<file path="src/hdl/ita_ctrl_pkg.sv">
// ####################
// tiling controller types
// counters, bias lanes, layer and step encodings
// ####################

package ita_ctrl_pkg;

  // dimensions, tile and beat indices
  typedef logic [15:0] counter_t;

  // one bias value per lane
  typedef logic signed [23:0] bias_lane_t;

  // layer kinds the decoder understands
  typedef enum logic [0:0] {
    LayerLinear      = 1'b0,
    LayerFeedforward = 1'b1
  } layer_e;

  // matrix step currently being walked
  typedef enum logic [1:0] {
    StepIdle   = 2'd0,
    StepMatMul = 2'd1, // linear layer
    StepF1     = 2'd2, // feedforward, first projection
    StepF2     = 2'd3  // feedforward, back to embed
  } step_e;

endpackage
</file>
<file path="src/hdl/ita_ctrl_top.sv">
// ####################
// tiling controller top
// step sequencing, tile walking and bias padding
// ####################

`timescale 1ns/1ns

module ita_ctrl_top import ita_ctrl_pkg::*; #(
  parameter int unsigned M          = 8,
  parameter int unsigned N          = 4,
  parameter int unsigned FIFO_DEPTH = 4
) (
  input  logic               clk_i,
  input  logic               rst_ni,
  input  logic               start_i,
  input  layer_e             layer_i,
  input  counter_t           seq_len_i,
  input  counter_t           embed_len_i,
  input  counter_t           proj_len_i,
  input  counter_t           ff_len_i,
  input  logic               inp_valid_i,
  output logic               inp_ready_o,
  input  logic               weight_valid_i,
  output logic               weight_ready_o,
  input  logic               bias_valid_i,
  output logic               bias_ready_o,
  input  bias_lane_t [N-1:0] bias_i,
  input  logic               oup_valid_i,
  input  logic               oup_ready_i,
  output step_e              step_o,
  output logic               busy_o,
  output logic               calc_en_o,
  output logic               first_inner_tile_o,
  output logic               last_inner_tile_o,
  output counter_t           tile_x_o,
  output counter_t           tile_y_o,
  output counter_t           inner_tile_o,
  output bias_lane_t [N-1:0] bias_pad_o
);

  counter_t inner_tiles, col_tiles, row_tiles;
  counter_t row_len, col_len;
  counter_t beat;
  logic     step_done;

  step_sequencer #(
    .M (M)
  ) i_step_sequencer (
    .clk_i         (clk_i),
    .rst_ni        (rst_ni),
    .start_i       (start_i),
    .layer_i       (layer_i),
    .seq_len_i     (seq_len_i),
    .embed_len_i   (embed_len_i),
    .proj_len_i    (proj_len_i),
    .ff_len_i      (ff_len_i),
    .step_done_i   (step_done),
    .step_o        (step_o),
    .active_o      (busy_o), // busy while any step runs
    .inner_tiles_o (inner_tiles),
    .col_tiles_o   (col_tiles),
    .row_tiles_o   (row_tiles),
    .row_len_o     (row_len),
    .col_len_o     (col_len)
  );

  tile_walker #(
    .M          (M),
    .N          (N),
    .FIFO_DEPTH (FIFO_DEPTH)
  ) i_tile_walker (
    .clk_i              (clk_i),
    .rst_ni             (rst_ni),
    .active_i           (busy_o),
    .inner_tiles_i      (inner_tiles),
    .col_tiles_i        (col_tiles),
    .row_tiles_i        (row_tiles),
    .inp_valid_i        (inp_valid_i),
    .weight_valid_i     (weight_valid_i),
    .bias_valid_i       (bias_valid_i),
    .oup_valid_i        (oup_valid_i),
    .oup_ready_i        (oup_ready_i),
    .inp_ready_o        (inp_ready_o),
    .weight_ready_o     (weight_ready_o),
    .bias_ready_o       (bias_ready_o),
    .calc_en_o          (calc_en_o),
    .first_inner_tile_o (first_inner_tile_o),
    .last_inner_tile_o  (last_inner_tile_o),
    .step_done_o        (step_done),
    .beat_o             (beat),
    .inner_tile_o       (inner_tile_o),
    .tile_x_o           (tile_x_o),
    .tile_y_o           (tile_y_o)
  );

  bias_padder #(
    .M (M),
    .N (N)
  ) i_bias_padder (
    .beat_i     (beat),
    .tile_x_i   (tile_x_o),
    .tile_y_i   (tile_y_o),
    .row_len_i  (row_len),
    .col_len_i  (col_len),
    .bias_i     (bias_i),
    .bias_pad_o (bias_pad_o)
  );

endmodule

</file>
<file path="src/hdl/bias_padder.sv">
// ####################
// bias padder
// zeroes bias lanes past the matrix edges
// ####################

`timescale 1ns/1ns

module bias_padder import ita_ctrl_pkg::*; #(
  parameter int unsigned M = 8,
  parameter int unsigned N = 4
) (
  input  counter_t           beat_i,
  input  counter_t           tile_x_i,
  input  counter_t           tile_y_i,
  input  counter_t           row_len_i,
  input  counter_t           col_len_i,
  input  bias_lane_t [N-1:0] bias_i,
  output bias_lane_t [N-1:0] bias_pad_o
);

  logic [31:0] row;
  logic [31:0] col_base;
  logic        row_out;

  // beats run down a column group of N lanes, M rows each
  assign row      = 32'(tile_y_i) * M + 32'(beat_i) % M;
  assign col_base = 32'(tile_x_i) * M + (32'(beat_i) / M) * N;
  assign row_out  = (row >= 32'(row_len_i));

  always_comb begin
    for (int i = 0; i < N; i++) begin
      if (row_out || (col_base + 32'(i) >= 32'(col_len_i))) begin
        bias_pad_o[i] = '0;
      end else begin
        bias_pad_o[i] = bias_i[i];
      end
    end
  end

endmodule

</file>
<file path="src/hdl/tile_walker.sv">
// ####################
// tile walker
// stream join, beat and tile counters, output credits
// ####################

`timescale 1ns/1ns

module tile_walker import ita_ctrl_pkg::*; #(
  parameter int unsigned M          = 8,
  parameter int unsigned N          = 4,
  parameter int unsigned FIFO_DEPTH = 4
) (
  input  logic     clk_i,
  input  logic     rst_ni,
  input  logic     active_i,
  input  counter_t inner_tiles_i,
  input  counter_t col_tiles_i,
  input  counter_t row_tiles_i,
  input  logic     inp_valid_i,
  input  logic     weight_valid_i,
  input  logic     bias_valid_i,
  input  logic     oup_valid_i,
  input  logic     oup_ready_i,
  output logic     inp_ready_o,
  output logic     weight_ready_o,
  output logic     bias_ready_o,
  output logic     calc_en_o,
  output logic     first_inner_tile_o,
  output logic     last_inner_tile_o,
  output logic     step_done_o,
  output counter_t beat_o,
  output counter_t inner_tile_o,
  output counter_t tile_x_o,
  output counter_t tile_y_o
);

  localparam int unsigned BEATS    = M * M / N;
  localparam int unsigned CREDIT_W = $clog2(FIFO_DEPTH + 1);
  localparam logic [CREDIT_W-1:0] CREDIT_MAX = CREDIT_W'(FIFO_DEPTH);

  counter_t beat_q, inner_q, tile_x_q, tile_y_q;
  logic [CREDIT_W-1:0] credits_q;
  logic open, last_beat, last_x, last_y;
  logic credit_add, credit_sub;

  assign open = active_i && (credits_q < CREDIT_MAX);

  // three-way join, each ready follows the other stream
  assign inp_ready_o    = open & weight_valid_i;
  assign weight_ready_o = open & inp_valid_i;
  assign bias_ready_o   = open & weight_valid_i;
  assign calc_en_o      = open & inp_valid_i & weight_valid_i & bias_valid_i;

  assign last_beat          = (beat_q == counter_t'(BEATS - 1));
  assign first_inner_tile_o = (inner_q == '0);
  assign last_inner_tile_o  = (inner_q == inner_tiles_i - 16'd1);
  assign last_x             = (tile_x_q == col_tiles_i - 16'd1);
  assign last_y             = (tile_y_q == row_tiles_i - 16'd1);
  assign step_done_o = calc_en_o & last_beat & last_inner_tile_o & last_x & last_y;

  always_ff @(posedge clk_i or negedge rst_ni) begin
    if (!rst_ni) begin
      beat_q   <= '0;
      inner_q  <= '0;
      tile_x_q <= '0;
      tile_y_q <= '0;
    end else if (!active_i) begin
      beat_q   <= '0;
      inner_q  <= '0;
      tile_x_q <= '0;
      tile_y_q <= '0;
    end else if (calc_en_o) begin
      if (!last_beat) begin
        beat_q <= beat_q + 16'd1;
      end else begin
        beat_q <= '0;
        if (!last_inner_tile_o) begin
          inner_q <= inner_q + 16'd1;
        end else begin
          inner_q <= '0;
          // x first, then wrap into y
          if (!last_x) begin
            tile_x_q <= tile_x_q + 16'd1;
          end else begin
            tile_x_q <= '0;
            if (last_y) begin
              tile_y_q <= '0; // step complete
            end else begin
              tile_y_q <= tile_y_q + 16'd1;
            end
          end
        end
      end
    end
  end

  // one credit per result beat headed for the output fifo
  assign credit_add = calc_en_o & last_inner_tile_o;
  assign credit_sub = oup_valid_i & oup_ready_i & (credits_q != '0);

  always_ff @(posedge clk_i or negedge rst_ni) begin
    if (!rst_ni) begin
      credits_q <= '0;
    end else if (credit_add && !credit_sub) begin
      credits_q <= credits_q + 1'b1;
    end else if (credit_sub && !credit_add) begin
      credits_q <= credits_q - 1'b1;
    end
  end

  assign beat_o       = beat_q;
  assign inner_tile_o = inner_q;
  assign tile_x_o     = tile_x_q;
  assign tile_y_o     = tile_y_q;

endmodule

</file>
<file path="src/hdl/step_sequencer.sv">
// ####################
// step sequencer
// layer decode into steps, per-step tile counts and bounds
// ####################

`timescale 1ns/1ns

module step_sequencer import ita_ctrl_pkg::*; #(
  parameter int unsigned M = 8
) (
  input  logic     clk_i,
  input  logic     rst_ni,
  input  logic     start_i,
  input  layer_e   layer_i,
  input  counter_t seq_len_i,
  input  counter_t embed_len_i,
  input  counter_t proj_len_i,
  input  counter_t ff_len_i,
  input  logic     step_done_i,
  output step_e    step_o,
  output logic     active_o,
  output counter_t inner_tiles_o,
  output counter_t col_tiles_o,
  output counter_t row_tiles_o,
  output counter_t row_len_o,
  output counter_t col_len_o
);

  step_e    step_d, step_q;
  counter_t inner_len;
  counter_t col_len;

  // ceil(len / M), one extra bit so len near max does not wrap
  function automatic counter_t ceil_tiles(input counter_t len);
    logic [16:0] sum;
    sum = {1'b0, len} + 17'(M - 1);
    return counter_t'(sum / M);
  endfunction

  always_comb begin
    step_d = step_q;
    case (step_q)
      StepIdle: begin
        if (start_i) begin
          step_d = (layer_i == LayerFeedforward) ? StepF1 : StepMatMul;
        end
      end
      StepMatMul: if (step_done_i) step_d = StepIdle;
      StepF1:     if (step_done_i) step_d = StepF2;
      StepF2:     if (step_done_i) step_d = StepIdle;
      default:    step_d = StepIdle;
    endcase
  end

  always_ff @(posedge clk_i or negedge rst_ni) begin
    if (!rst_ni) begin
      step_q <= StepIdle;
    end else begin
      step_q <= step_d;
    end
  end

  // inner and column dimension per step
  always_comb begin
    inner_len = '0;
    col_len   = '0;
    case (step_q)
      StepMatMul: begin
        inner_len = embed_len_i;
        col_len   = proj_len_i;
      end
      StepF1: begin
        inner_len = embed_len_i;
        col_len   = ff_len_i;
      end
      StepF2: begin
        inner_len = ff_len_i;
        col_len   = embed_len_i; // back to embed width
      end
      default: ;
    endcase
  end

  assign step_o        = step_q;
  assign active_o      = (step_q != StepIdle);
  assign row_len_o     = seq_len_i; // every step runs over the sequence
  assign col_len_o     = col_len;
  assign row_tiles_o   = ceil_tiles(seq_len_i);
  assign col_tiles_o   = ceil_tiles(col_len);
  assign inner_tiles_o = ceil_tiles(inner_len);

endmodule

</file>
<file path="config.mk">
export PLATFORM = sky130hd
export DESIGN_NAME = ita_ctrl_top
export DESIGN_NICKNAME = d
export VERILOG_FILES = /design/src/hdl/ita_ctrl_pkg.sv /design/src/hdl/ita_ctrl_top.sv /design/src/hdl/bias_padder.sv /design/src/hdl/tile_walker.sv /design/src/hdl/step_sequencer.sv
export SDC_FILE = /design/constraint.sdc
export NUM_CORES = 1
export LEC_CHECK = 0
export ABC_AREA = 1
export BUFFER_PORTS_ARGS = -buffer_cell sky130_fd_sc_hd__buf_2
export CELL_PAD_IN_SITES_DETAIL_PLACEMENT = 1
export CELL_PAD_IN_SITES_GLOBAL_PLACEMENT = 1
export CORE_ASPECT_RATIO = 1.5
export CORE_UTILIZATION = 40
export DETAILED_ROUTE_END_ITERATION = 8
export PLACE_DENSITY = 0.95
export SYNTH_ARGS = -nofsm -noshare
export SYNTH_HDL_FRONTEND = slang
export SYNTH_HIERARCHICAL = 1
export SYNTH_SLANG_ARGS = --single-unit
</file>
<file path="constraint.sdc">
create_clock -name clk_i -period 10.6 [get_ports clk_i]
set_input_delay 1.59 -clock clk_i [delete_from_list [all_inputs] [get_ports clk_i]]
set_output_delay 1.59 -clock clk_i [all_outputs]
set_load 0.005 [all_outputs]
</file>
* Word level (Yosys, flattened, before mapping)
Cells that the tools add are included.
Word-level totals: register bits after elaboration 69, logic and storage cells 105, output and inout port bits 153
Cells by class: order comparisons 6, $add $sub $neg 17, muxes and demuxes 31, equality and inequality tests 14, reductions and logical operators 20, bitwise operators 11
Operators by type and width (count):
- $mux 16 | 18
- $ge 32x16->1 | 5
- $mux 24 | 4
- $add 16x1->16 const B | 4
- $add 32x2->32 const B | 2
- $add 16x3->17 const B | 3
- $eq 16x16->1 | 3
- $pmux 16 s3 | 1
- $sub 14x1->15 const B | 3
- $add 32x1->32 const B | 1
- $pmux 16 s2 | 1
- $add 19x15->20 | 1
- $add 19x3->20 | 1
- $eq 16x4->1 const B | 1
- $logic_not 16->1 | 1
- $and 1x1->1 | 11
- $ne 2x2->1 const B | 5
- $mux 2 | 4
- $mux 3 | 2
- $pmux 2 s3 | 1
- $reduce_and 3->1 | 2
- $eq 2x2->1 const B | 2
- $logic_or 1x1->1 | 4
- $ne 2x1->1 const B | 2
- other kinds (12) | 17

* Depth between registers and ports, before layout
word-level depth 11, depth in mapped cells 30, mapped depth without buffers 28

* Modules after synthesis
Netlist, hierarchy kept.
By module, submodules not included:
- tile_walker | area each 6379.9 sq um, sequential area each 1676.6 sq um, instances 1, cells an instance 1039
- bias_padder | area each 3382.0 sq um, sequential area each 0.0 sq um, instances 1, cells an instance 513
- step_sequencer | area each 2047.0 sq um, sequential area each 50.0 sq um, instances 1, cells an instance 394

* Least setup slack after synthesis
Ideal clock, no wire load.
kind input to output, start input port proj_len_i[11], end output port bias_pad_o[51] (netlist bit), required time 9.010 ns, buffers on the path 1, arrival time 3.405 ns, stages 14, slack 5.605 ns, cells stage by stage nand2_1 > nand3_1 > nand2_1 > inv_1 > inv_1 > ha_1 > a21o_1 > o21ai_0 > inv_1 > nor2_1 > a21boi_0 > nand3_4 > buf_12 > nor2_4
RTL lines:
- start, declared | RTL line ita_ctrl_top.sv:19 | input counter_t proj_len_i,
- end, declared | RTL line ita_ctrl_top.sv:38 | output bias_lane_t [N-1:0] bias_pad_o

==> results by group <==
Critical path
  – Critical path endpoint category: primary output
  – Maximum fanout count along the critical path: 24
  – Startpoint type of the worst setup path: flop
  – Worst path arrival time: 4.51 ns
  – Required @ worst endpoint: 9.01 ns
  – Setup Crit Path Kind: reg -> out

Placed design
  – Routability congestion estimate from global placement: 0.9842
  – Hpwl dp: 37470 µm
  – Area after DPL: 13380 µm²
  – Pre-CTS setup slack: 4.554 ns
  – Number of I/O port buffers: 321

STA
  – Max-Slew Margin vs Limit: 34.58%
  – Final WS setup: 4.504 ns
  – Hold Violations, Final: 0
  – Fmax: 164.0 MHz
  – Post-layout min period: 6.096 ns
  – Hold Slack: 0.5692 ns
  – Post-route clock skew: 0.008846 ns
  – Slew at the pin with the worst max-slew slack: 0.9813 ns
  – Count of final setup violators: 0
  – Total negative slack for setup checks: 0 ns
  – Unrepaired setup endpoints after global routing: false
  – Max Slew Vio Count: 0
  – Tcrit/Tclk final: 57.51%

Yosys
  – Fraction of synthesis flops using an asynchronous set or reset pin: 100.0%
  – Main combinational cell family by area after synthesis: simple AND/OR/NAND/NOR gates
  – Multiplexer fraction of the synthesized cell area: 0.09536%
  – Gate count of the mapped netlist: 1946
  – Post-Syn Area: 11810 µm²
  – Share of the synthesized area in compound gates (AO/OA/AOI/OAI): 6.929%
  – Synth Area in Simple Gates: 49.22%
  – Number of warning messages in the yosys log: 6
  – Xor-xnor portion of the synthesized cell area: 6.898%
  – Avg Synthesized Cell Area: 6.068 µm²
  – Sequential area share after synthesis: 14.62%
  – Dominant register cell in the synthesized netlist: sky130_fd_sc_hd__dfrtp_1
  – Synth top area cells: sky130_fd_sc_hd__nand2_1 (18%), sky130_fd_sc_hd__dfrtp_1 (15%), sky130_fd_sc_hd__inv_1 (11%), sky130_fd_sc_hd__nor2_4 (8.4%), sky130_fd_sc_hd__nor2_1 (7.3%)
  – Post-synth cell types: 59
  – Library cell with the largest summed area after synthesis: sky130_fd_sc_hd__nand2_1
  – Count of flip-flops with a built-in enable after synthesis: 0
  – Fraction of post-synthesis cell area in the top cell type by area: 17.77%
  – Number of synthesized register bits: 69
  – Post-synthesis adder-cell area fraction: 6.378%

Global routing
  – Congestion Overflow GR: 0
  – Combined global-route utilization of all metal layers: 31.09%
  – Global-route wire length before repair: 73290 µm
  – Vias in the first global route: 14610
  – Initial antenna violation count: 2
  – Largest net degree at the start of global routing: 70

CTS
  – Depth of the CTS H-tree: 3
  – Number of buffers inserted for hold repair after clock tree synthesis: 0
  – Clock latency on the worst-skew pair: 0.35 ns
  – Count of instances resized after the clock tree is built: 0
  – Total CTS buffers: 9
  – TritonCTS clock tree: built
  – Total clock sinks: 69
  – CTS Root Buffer Type: sky130_fd_sc_hd__clkbuf_16
  – Register clock-pin slew on the reported worst setup and hold paths: 0.06 ns
  – Post-CTS setup buffer count: 0
  – Clock tree buffer depth: 2

Drt
  – Drt drc: 0
  – Detailed Route Iter0 Violations: 594
  – Post-DR vias/cell: 5.254
  – First drt pass iteration count: 5
  – Total wire length: 47060 µm
  – Number of nets with antenna violations after routing: 0
  – Via count: 13750
  – Average wire per standard cell: 17.98 µm

Finish
  – Sequential cell area: 1727 µm²
  – Fill cell total of the finished layout: 4195
  – Layout cells sized above 1: 22.60%
  – Combined area of the multi-input logic cells: 8232 µm²
  – Final non-filler cell area: 13710 µm²
  – Area growth syn-to-layout: 16.08%
  – Number of nets in the layout: 2449

Power
  – Power density relative to cell area: 249.4 nW/µm²
  – Leak: 0.007750 µW
  – Worst voltage drop across the vdd grid: 266.9 µV
  – Power, Total: 3419 µW

Min path
  – Kind of path behind the tightest hold check: reg -> reg

Die
  – Width of the die: 142.3 µm
  – Area of the die: 30230 µm²
  – Starting density of the core: 40.85%
  – Height of the chip: 212.4 µm
  – Standard-cell row count: 76
  – I/O pins: 322
  – Floorplan Core Area: 28910 µm²

Job
  – Max-Cap Viols: 0

Outcome
  – Result of the run: finished clean
[report_power, final]
group          total, µW  switching, µW  leakage, µW  internal, µW
clock                346            132     0.000160           214
sequential           327           40.6     0.000948           286
combinational       2750           1850      0.00664           901
total               3420           2020      0.00775          1400
[cell usage after synthesis, drive strengths merged (4+ instances only)]
master / instances
nand4: 40
nor4: 7
inv: 349
a31oi: 4
nand3: 134
and3: 10
nand3b: 20
clkbuf: 8
nor2: 332
o21a: 4
o21ai: 55
ha: 57
xor2: 64
dfrtp: 69
and2: 7
nand2: 582
buf: 56
nor3: 31
a21oi: 59
o22ai: 5
xnor2: 29
[state kept, by name, indices dropped and copies added (netlist names)]
register and flops:
i_tile_walker/inner_tile_o 16, i_tile_walker/tile_x_o 16, i_tile_walker/credits_q 3, i_step_sequencer/step_o 2
i_tile_walker/beat_o 16, i_tile_walker/tile_y_o 16
[worst paths after layout]
| path | from | end | slack [ns] | cells after the start |
|---|---|---|---|---|
| min reg2reg | i_tile_walker/credits_q[0]$_DFFE_PN0P_ | i_tile_walker/credits_q[0]$_DFFE_PN0P_ | 0.57 | 1 |
| max in group asynchronous | rst_ni | i_tile_walker/inner_tile_o[12]$_DFFE_PN0P_ | 8.56 | 1 |
| min | i_tile_walker/credits_q[0]$_DFFE_PN0P_ | i_tile_walker/credits_q[0]$_DFFE_PN0P_ | 0.57 | 1 |
| max reg2reg | i_step_sequencer/step_o[0]$_DFFE_PN0P_ | i_step_sequencer/step_o[0]$_DFFE_PN0P_ | 5.36 | 24 |
| min in group asynchronous | rst_ni | i_tile_walker/tile_x_o[7]$_DFFE_PN0P_ | 1.41 | 1 |
| max | i_tile_walker/tile_x_o[0]$_DFFE_PN0P_ | bias_pad_o[49] | 4.50 | 19 |
[per-layer routing]
layer | GRT usage (%) | wire length [µm] | part of all wire [%] | vias to the layer above
li1 | - | - | - | 6528
met1 | 28.88 | 16370 | 35 | 6534
met2 | 58.62 | 23980 | 51 | 507
met3 | 6.599 | 3073 | 6.5 | 178
met4 | 23.73 | 3619 | 7.7 | 2
met5 | 0 | 19 | 0.040 | -
[stage by stage]
step / utilization, % / cells
2_1_floorplan: - / 1951
3_3_place_gp: 46.29 / 2600
3_5_place_dp: 46.29 / 2600
4_1_cts: 47.41 / 2616
5_1_grt: 47.42 / 2617
6_report: 47.42 / 2617
[placed cells by master, fill, tap and decap left out, types with 3 or more instances in the layout]
cell,synthesis,final
sky130_fd_sc_hd__nor4_1,7,7
sky130_fd_sc_hd__nand3_1,118,118
sky130_fd_sc_hd__o21a_1,4,4
sky130_fd_sc_hd__nand4_1,39,39
sky130_fd_sc_hd__and2_1,6,6
sky130_fd_sc_hd__conb_1,1,6
sky130_fd_sc_hd__o21ai_1,18,18
sky130_fd_sc_hd__xnor2_1,29,29
sky130_fd_sc_hd__inv_2,8,8
sky130_fd_sc_hd__ha_1,57,57
sky130_fd_sc_hd__nand2_4,4,4
sky130_fd_sc_hd__inv_1,341,341
sky130_fd_sc_hd__o22ai_1,5,5
sky130_fd_sc_hd__clkbuf_16,0,9
sky130_fd_sc_hd__nand3b_1,20,20
sky130_fd_sc_hd__dfrtp_1,69,69
sky130_fd_sc_hd__nand3_2,9,9
sky130_fd_sc_hd__nor2_1,229,229
sky130_fd_sc_hd__xor2_1,64,64
sky130_fd_sc_hd__and3_1,10,10
sky130_fd_sc_hd__nand3_4,7,7
sky130_fd_sc_hd__o21ai_0,36,36
sky130_fd_sc_hd__nor3_1,28,28
sky130_fd_sc_hd__a21oi_1,55,55
sky130_fd_sc_hd__buf_4,29,3
sky130_fd_sc_hd__a31oi_1,4,4
sky130_fd_sc_hd__nor2_2,13,13
sky130_fd_sc_hd__nor2_4,88,88
sky130_fd_sc_hd__nand2_2,19,19
sky130_fd_sc_hd__buf_2,10,320
sky130_fd_sc_hd__nand2_1,559,559
[kinds of logic after synthesis]
family          count (synthesis)
compound gates                142
xor+xnor                       93
fa+ha+maj                      59
buf+inv                       413
flops                          69
mux                             1
other cells                     1
simple gates                 1168
[cell type report]
cell class	instances	share of cell area, %
Antenna cell	1	0.01825
Clock buffer	11	1.771
Clock inverter	5	0.6024
Inverter	349	9.556
Multi-Input combinational cell	1469	60.05
Sequential cell	69	12.60
Tap cell	390	3.560
Timing Repair Buffer	323	11.85
[critical path, stage by stage (launching register included)]
cell	delay, ns
sky130_fd_sc_hd__dfrtp_1	0.58
sky130_fd_sc_hd__ha_1	0.25
sky130_fd_sc_hd__inv_1	0.06
sky130_fd_sc_hd__fa_1	0.41
sky130_fd_sc_hd__inv_1	0.09
sky130_fd_sc_hd__nand3_1	0.06
sky130_fd_sc_hd__nand3_1	0.15
sky130_fd_sc_hd__nand3_1	0.10
sky130_fd_sc_hd__nand3_1	0.14
sky130_fd_sc_hd__xor2_1	0.17
sky130_fd_sc_hd__ha_1	0.29
sky130_fd_sc_hd__nand2_1	0.10
sky130_fd_sc_hd__nor2_1	0.07
sky130_fd_sc_hd__o21ai_0	0.11
sky130_fd_sc_hd__inv_1	0.06
sky130_fd_sc_hd__nor2_1	0.13
sky130_fd_sc_hd__a21boi_0	0.41
sky130_fd_sc_hd__nand3_4	0.55
sky130_fd_sc_hd__nor2_1	0.25
sky130_fd_sc_hd__buf_2	0.15
(Power assumes the default switching activity.)
